===== src/hw/fetch_pkg.sv =====
// Shared sizes, reset values and bundles for the instruction fetch stage
// Every fetch module and the testbench model import this package
// Index and tag helpers split a PC for lookup in both tables

package fetch_pkg;

  ////////////////////////////////////////
  // Sizes and reset values
  ////////////////////////////////////////
  localparam int unsigned PC_WIDTH        = 16;  // Byte address width
  localparam int unsigned PRED_ENTRIES    = 16;  // Entries in both BHT and BTB
  localparam int unsigned PRED_INDEX_BITS = 4;   // Table index from pc[4:1]
  localparam int unsigned BTB_TAG_BITS    = 11;  // BTB tag from pc[15:5]

  typedef logic [1:0] pred_count_t;  // 2-bit saturating counter value

  localparam pred_count_t BHT_RESET_VALUE = 2'd1;  // Weakly not taken
  localparam logic [PC_WIDTH-1:0] INSTR_STEP = PC_WIDTH'(2);  // 2-byte instructions

  // Halt tracking, held until execute redirects
  typedef enum logic {
    FETCH_RUN    = 1'b0,
    FETCH_HALTED = 1'b1
  } fetch_state_t;

  ////////////////////////////////////////
  // Bundles between stages
  ////////////////////////////////////////
  typedef struct packed {
    logic                bht_write;   // Train the counter
    logic                btb_write;   // Store the target
    logic [PC_WIDTH-1:0] pc;          // PC of the resolved branch
    pred_count_t         prediction;  // Counter value carried down the pipe
    logic                taken;       // Actual outcome
    logic [PC_WIDTH-1:0] target;      // Actual branch target
  } branch_update_t;

  typedef struct packed {
    logic                valid;
    logic [PC_WIDTH-1:0] target;  // Corrected fetch address
  } redirect_t;

  typedef struct packed {
    logic [PC_WIDTH-1:0] pc;                // Current fetch PC
    logic [PC_WIDTH-1:0] pc_next;           // Sequential successor
    pred_count_t         prediction;        // BHT counter at pc
    logic [PC_WIDTH-1:0] predicted_target;  // BTB target at pc
    logic                predicted_taken;   // Counter says taken and BTB hits
  } fetch_out_t;

  // Word-aligned index into both tables
  function automatic logic [PRED_INDEX_BITS-1:0] pred_index(logic [PC_WIDTH-1:0] pc);
    return pc[PRED_INDEX_BITS:1];
  endfunction

  // Upper PC bits left over after the index
  function automatic logic [BTB_TAG_BITS-1:0] btb_tag(logic [PC_WIDTH-1:0] pc);
    return pc[PC_WIDTH-1:PC_WIDTH-BTB_TAG_BITS];
  endfunction

endpackage


===== src/hw/branch_history_table.sv =====
// Branch history table of 2-bit saturating counters
// Read combinationally at the fetch PC, trained by execute through bht_write
// A same-cycle write and read of one entry returns the old counter
`timescale 1ns/1ps

module branch_history_table
  import fetch_pkg::*;
(
  input  logic                clk,
  input  logic                rst,     // Sync, active high
  input  logic [PC_WIDTH-1:0] pc,      // Fetch PC
  input  branch_update_t      update,  // Resolved branch from execute
  output pred_count_t         count    // Counter at the fetch PC
);

  ////////////////////////////////////////
  // Storage
  ////////////////////////////////////////
  pred_count_t count_mem [PRED_ENTRIES];  // One counter per index

  logic [PRED_INDEX_BITS-1:0] rd_idx;    // Fetch side
  logic [PRED_INDEX_BITS-1:0] wr_idx;    // Execute side
  pred_count_t                wr_value;  // Trained counter

  // Move one step toward the outcome, clamp at 0 and 3
  function automatic pred_count_t sat_step(pred_count_t value, logic taken);
    pred_count_t result;
    result = value;
    if (taken && (value != 2'd3)) begin
      result = value + 2'd1;
    end else if (!taken && (value != 2'd0)) begin
      result = value - 2'd1;
    end
    return result;
  endfunction

  assign rd_idx = pred_index(pc);
  assign wr_idx = pred_index(update.pc);

  // Train from the value seen at fetch time, not the current entry
  assign wr_value = sat_step(update.prediction, update.taken);

  ////////////////////////////////////////
  // Counter update
  ////////////////////////////////////////
  always_ff @(posedge clk) begin
    if (rst) begin
      // All entries start weakly not taken
      for (int i = 0; i < int'(PRED_ENTRIES); i++) begin
        count_mem[i] <= BHT_RESET_VALUE;
      end
    end else if (update.bht_write) begin
      count_mem[wr_idx] <= wr_value;  // Visible next cycle
    end
  end

  // Asynchronous read, same cycle as the PC
  assign count = count_mem[rd_idx];

endmodule


===== src/hw/branch_target_buffer.sv =====
// Direct-mapped, tagged branch target buffer
// Looked up combinationally at the fetch PC and filled by execute on btb_write
// Only the valid bits are cleared by reset
`timescale 1ns/1ps

module branch_target_buffer
  import fetch_pkg::*;
(
  input  logic                clk,
  input  logic                rst,     // Sync, active high
  input  logic [PC_WIDTH-1:0] pc,      // Fetch PC
  input  branch_update_t      update,  // Resolved branch from execute
  output logic                hit,     // Valid entry with matching tag
  output logic [PC_WIDTH-1:0] target   // Stored target at the fetch index
);

  ////////////////////////////////////////
  // Entry arrays
  ////////////////////////////////////////
  logic [PRED_ENTRIES-1:0] valid_mem;                // One valid bit per entry
  logic [BTB_TAG_BITS-1:0] tag_mem    [PRED_ENTRIES];
  logic [PC_WIDTH-1:0]     target_mem [PRED_ENTRIES];

  logic [PRED_INDEX_BITS-1:0] rd_idx;
  logic [PRED_INDEX_BITS-1:0] wr_idx;
  logic [BTB_TAG_BITS-1:0]    rd_tag;  // Tag of the fetch PC
  logic [BTB_TAG_BITS-1:0]    wr_tag;  // Tag of the resolved branch

  assign rd_idx = pred_index(pc);
  assign rd_tag = btb_tag(pc);
  assign wr_idx = pred_index(update.pc);
  assign wr_tag = btb_tag(update.pc);

  ////////////////////////////////////////
  // Writes from execute
  ////////////////////////////////////////
  // Valid bits, set by each write to the entry
  always_ff @(posedge clk) begin
    if (rst) begin
      valid_mem <= '0;
    end else if (update.btb_write) begin
      valid_mem[wr_idx] <= 1'b1;
    end
  end

  // Tag and target payload
  always_ff @(posedge clk) begin
    if (update.btb_write) begin
      tag_mem[wr_idx]    <= wr_tag;
      target_mem[wr_idx] <= update.target;  // Overwrites any older branch at this index
    end
  end

  ////////////////////////////////////////
  // Lookup
  ////////////////////////////////////////
  // Old contents win on a same-cycle write to this entry
  assign hit    = valid_mem[rd_idx] && (tag_mem[rd_idx] == rd_tag);
  assign target = target_mem[rd_idx];  // Qualified by hit downstream

endmodule


===== src/hw/fetch_sequencer.sv =====
// PC register, halt state machine and next-PC selection for fetch
// Priority is stall, redirect, halt, predicted target, then PC plus 2
// The predictor tables feed count, btb_hit and btb_target back in the same cycle
`timescale 1ns/1ps

module fetch_sequencer
  import fetch_pkg::*;
(
  input  logic                clk,
  input  logic                rst,          // Sync, active high
  input  logic                stall,        // Hazard unit holds fetch
  input  logic                hlt_fetched,  // Decode saw a halt
  input  redirect_t           redirect,     // Misprediction fix from execute
  input  pred_count_t         count,        // BHT counter at pc
  input  logic                btb_hit,
  input  logic [PC_WIDTH-1:0] btb_target,
  output fetch_out_t          fetch,
  output logic                halted        // High in FETCH_HALTED
);

  ////////////////////////////////////////
  // State
  ////////////////////////////////////////
  fetch_state_t        state_q;
  fetch_state_t        state_d;
  logic [PC_WIDTH-1:0] pc_q;             // Current fetch address
  logic [PC_WIDTH-1:0] pc_d;
  logic [PC_WIDTH-1:0] pc_next;          // Sequential successor
  logic                predicted_taken;

  assign pc_next = pc_q + INSTR_STEP;

  // Upper counter bit gives the direction, BTB must supply a target
  assign predicted_taken = count[1] & btb_hit;

  ////////////////////////////////////////
  // Next PC and next state
  ////////////////////////////////////////
  always_comb begin
    state_d = state_q;
    pc_d    = pc_q;
    if (redirect.valid) begin
      // Execute overrides halt and prediction
      pc_d    = redirect.target;
      state_d = FETCH_RUN;
    end else if ((state_q == FETCH_HALTED) || hlt_fetched) begin
      state_d = FETCH_HALTED;  // Park on the halt
    end else if (predicted_taken) begin
      pc_d = btb_target;
    end else begin
      pc_d = pc_next;
    end
  end

  // Stall freezes both PC and halt state
  always_ff @(posedge clk) begin
    if (rst) begin
      pc_q    <= '0;
      state_q <= FETCH_RUN;
    end else if (!stall) begin
      pc_q    <= pc_d;
      state_q <= state_d;
    end
  end

  ////////////////////////////////////////
  // Outputs
  ////////////////////////////////////////
  always_comb begin
    fetch.pc               = pc_q;
    fetch.pc_next          = pc_next;
    fetch.prediction       = count;       // Carried with the instruction for training
    fetch.predicted_target = btb_target;
    fetch.predicted_taken  = predicted_taken;
  end

  assign halted = (state_q == FETCH_HALTED);

endmodule


===== src/hw/fetch_stage.sv =====
// Top of the instruction fetch stage
// Joins the PC sequencer with the branch history table and target buffer
// Execute feeds update and redirect, decode feeds hlt_fetched
`timescale 1ns/1ps

module fetch_stage
  import fetch_pkg::*;
(
  input  logic           clk,
  input  logic           rst,          // Sync, active high
  input  logic           stall,        // Only back-pressure into fetch
  input  logic           hlt_fetched,  // Halt decoded
  input  redirect_t      redirect,     // PC correction from execute
  input  branch_update_t update,       // Resolved branch for table training
  output fetch_out_t     fetch,        // PC and prediction to decode
  output logic           halted
);

  ////////////////////////////////////////
  // Predictor results at the fetch PC
  ////////////////////////////////////////
  pred_count_t         bht_count;
  logic                btb_hit;
  logic [PC_WIDTH-1:0] btb_target;

  fetch_sequencer i_fetch_sequencer (
    .clk         (clk),
    .rst         (rst),
    .stall       (stall),
    .hlt_fetched (hlt_fetched),
    .redirect    (redirect),
    .count       (bht_count),
    .btb_hit     (btb_hit),
    .btb_target  (btb_target),
    .fetch       (fetch),
    .halted      (halted)
  );

  // Tables keep training while fetch is stalled
  branch_history_table i_branch_history_table (
    .clk    (clk),
    .rst    (rst),
    .pc     (fetch.pc),
    .update (update),
    .count  (bht_count)
  );

  branch_target_buffer i_branch_target_buffer (
    .clk    (clk),
    .rst    (rst),
    .pc     (fetch.pc),
    .update (update),
    .hit    (btb_hit),
    .target (btb_target)
  );

endmodule


===== config.mk =====
export PLATFORM = sky130hd
export DESIGN_NAME = fetch_stage
export DESIGN_NICKNAME = d
export VERILOG_FILES = /design/src/hw/fetch_pkg.sv /design/src/hw/branch_history_table.sv /design/src/hw/branch_target_buffer.sv /design/src/hw/fetch_sequencer.sv /design/src/hw/fetch_stage.sv
export SDC_FILE = /design/constraint.sdc
export NUM_CORES = 1
export LEC_CHECK = 0
export ABC_AREA = 0
export BUFFER_PORTS_ARGS = -buffer_cell sky130_fd_sc_hd__clkbuf_2
export CORE_MARGIN = 1
export CORE_UTILIZATION = 54
export CTS_CLUSTER_DIAMETER = 50
export DETAILED_ROUTE_END_ITERATION = 7
export MAX_ROUTING_LAYER = met4
export PLACE_DENSITY = 0.72
export SKIP_LAST_GASP = 1
export SLEW_MARGIN = 20
export SYNTH_ARGS = -nofsm -noshare
export SYNTH_HDL_FRONTEND = slang
export SYNTH_SLANG_ARGS = --single-unit

===== constraint.sdc =====
create_clock -name clk -period 4.5 [get_ports clk]
set_clock_uncertainty 0.2 [all_clocks]
set_input_delay 0 -clock clk [delete_from_list [all_inputs] [get_ports clk]]
set_output_delay 0 -clock clk [all_outputs]
set_load 0.005 [all_outputs]

==> flow_summary_export.csv <==
group,metric,value,unit
status,outcome,"finished clean",
worst_setup_path,cp.arrival,4.59,ns
finish,num-nets-final,1313,
finish,fin_util,64.9,%
pwr,vdd_drop_max,0.000286,V
clocking,clk_latency,0.61,ns
worst_setup_path,startpoint_type,"register",
clocking,cts-root-buf,"clkbuf_16",
grt,grt_antenna_before_repair,0,
sta,whs,0.158,ns
clocking,clk_pin_slew_worst_paths,0.06,ns
placed_design,place_inst,1586,
run,drv_cap,0,
worst_setup_path,path_max_fanout,25,
worst_setup_path,path_class,"register to register",
yosys,synth_edf_count,464,
sta,final-hold-violation-count,0,
yosys,ys_ff_latch,501,
grt,grt_first_pass_wirelength,73.1,mm
sta,clock.fmax,235,MHz
floorplan,die_w,195,um
grt,grt.total_usage,27.8,%
yosys,synth.top_cells.by_count,"edfxtp_1, mux4_2, nor2_1, dfxtp_1, mux2i_1",
yosys,synth_most_common_cell,"edfxtp_1",
yosys,yosys.area.top_type,"edfxtp_1",
detailed_routing,wl_per_cell,28.3,um
finish,area_growth,17.9,%
detailed_routing,vias_per_cell,6.31,
worst_setup_path,worstPathRequired,4.83,ns
sta,grt_setup_unrepaired,"false",
grt,grt_pass1_vias,11243,
hold_path,hp-class,"input pin to register",
floorplan,core_area,0.0367,mm^2
sta,period_minus_slack,4.26,ns
yosys,synthDistinctLibCells,54,
detailed_routing,vias,11126,
sta,slew_headroom,27.7,%
yosys,synth_fp_nets,1097,
yosys,yosys_warnings,0,
clocking,clock_path_buffers,3,
grt,grt_start_max_net_pins,52,
sta,post-route-period-util,94.7,%
worst_setup_path,critPathCaptureType,"register",
floorplan,dieArea,0.0382,mm^2
yosys,synth_flop_cell,"edfxtp_1",
yosys,synthArstFlopShare,0,%
clocking,cts_made_buffers,51,
yosys,synth_top_area_share,69.0,%
clocking,cts_htree_levels,2,
pwr,power_density,426,mW/mm^2
detailed_routing,drc,0,
detailed_routing,drt_wl_total,49.9,mm
yosys,yosysSeqAreaShare,72.6,%
finish,drive_gt1_share,30.1,%
placed_design,place_congestion,0.868,
sta,setup_viol,0,
placed_design,port_buffers,108,
yosys,ys_top_cells_by_area,"edfxtp_1, mux4_2, dfxtp_1, mux2i_1, nor2_1",
floorplan,die-height,195,um
finish,instances_no_fill,1762,
finish,antenna_cells,0,
yosys,synthCells,1036,
detailed_routing,initialDrtViolationCount,1313,
sta,maxSlewViolCount,0,
yosys,netlist_area,0.0202,mm^2
detailed_routing,first_pass_iters,5,
sta,tightest_slew,1.08,ns
pwr,power.leakage,7.76,nW
clocking,cts_tree,"built",
clocking,clock-sinks,501,
floorplan,ioPinCount,110,
yosys,avgSynthCellArea,19.5,um^2
detailed_routing,antenna_left,0,
placed_design,place_hpwl,29.4,mm
floorplan,initial_core_util,55.1,%
floorplan,rows,70,
sta,fin_tns_setup,0,ns
placed_design,placed_area,0.0214,mm^2
grt,overflow,0,
finish,stdcell_area,0.0238,mm^2
-- cell families (layout without fill, tap and decap cells) --
kind of cell	after synthesis	in the layout	share of synthesized area, %
buf+inv	70	328	1.75
compound gates	51	51	2.25
mux	171	171	16.9
fa+ha+maj	3	3	0.186
flops	501	501	72.6
xor+xnor	31	31	1.38
simple gates	209	209	4.90
-- layer usage --
metal / global-route usage (%) / vias to the layer above / share of wire, %
li1: - / 4651 / -
met1: 38.2 / 5732 / 39
met2: 42.2 / 645 / 48
met3: 4.91 / 98 / 9.2
met4: 9.86 / 0 / 3.1
met5: - / - / 0
-- power breakdown --
group	internal (mW)	leakage, nW	switching (mW)
sequential	5.20	4.52	0.0922
combinational	0.407	2.48	0.478
clock	2.20	0.766	1.76
-- final timing paths --
path / cells past startpoint / to / slack (ns) / startpoint
setup / recovery: 11 / i_fetch_sequencer.pc_q[12] / 0.24 / register
hold / removal: 2 / i_branch_target_buffer.target_mem[3][2] / 0.16 / update[2]
setup reg to reg: 11 / i_fetch_sequencer.pc_q[12] / 0.24 / register
hold reg to reg: 2 / i_branch_target_buffer.valid_mem[15] / 0.27 / i_branch_target_buffer.valid_mem[15]
-- placed cells by master (no fill, tap or decap), drive strengths merged, types with 22 or more instances in the layout --
master,n
mux4,135
mux2i,35
dfxtp,37
edfxtp,464
dlygate4sd3,80
nand3,22
buf,40
clkinv,23
nand2,31
nor2,87
clkbuf,172
-- per-stage QoR --
step	setup slack [ns]	total power, mW
floorplan	1.20	5.87
global placement	0.571	6.19
detailed placement	0.589	6.21
CTS	0.137	10.2
global route	0.0594	10.4
finish	0.237	10.1
-- worst max-delay path: stages, from the launching register on --
cell	delay, ns
dfxtp_4	0.66
buf_4	0.31
mux4_2	0.55
a21oi_1	0.19
a311oi_1	0.14
buf_4	0.18
nand4b_1	0.21
nor4_4	0.24
buf_4	0.32
mux2i_1	0.16
a2111oi_2	0.39
dlygate4sd3_1	0.61
-- cell type report --
class / count / area, um^2
multi-input cells: 465 / 5300
clock inverters: 30 / 209
well taps: 468 / 586
fillers: 2390 / 12900
flip-flops and latches: 501 / 14700
clock buffers: 65 / 1350
repair buffers: 227 / 1670
inverters: 6 / 22.5
-- timing repair --
item / in CTS / in global routing
hold endpoints to repair: 534 / 16
hold buffers: 79 / 1
buffers inserted: 0 / 1
endpoints found under the setup margin: 0 / 4
gates resized for setup: 0 / 1
-- registers in the layout, indices dropped and copies added (netlist names), named ones only --
register                           cells
i_branch_target_buffer.target_mem    256
i_branch_target_buffer.tag_mem       176
i_branch_history_table.count_mem      32
i_branch_target_buffer.valid_mem      16
i_fetch_sequencer.pc_q                16
i_fetch_sequencer.halted               1
No activity file was read; power rests on OpenSTA's default activity.
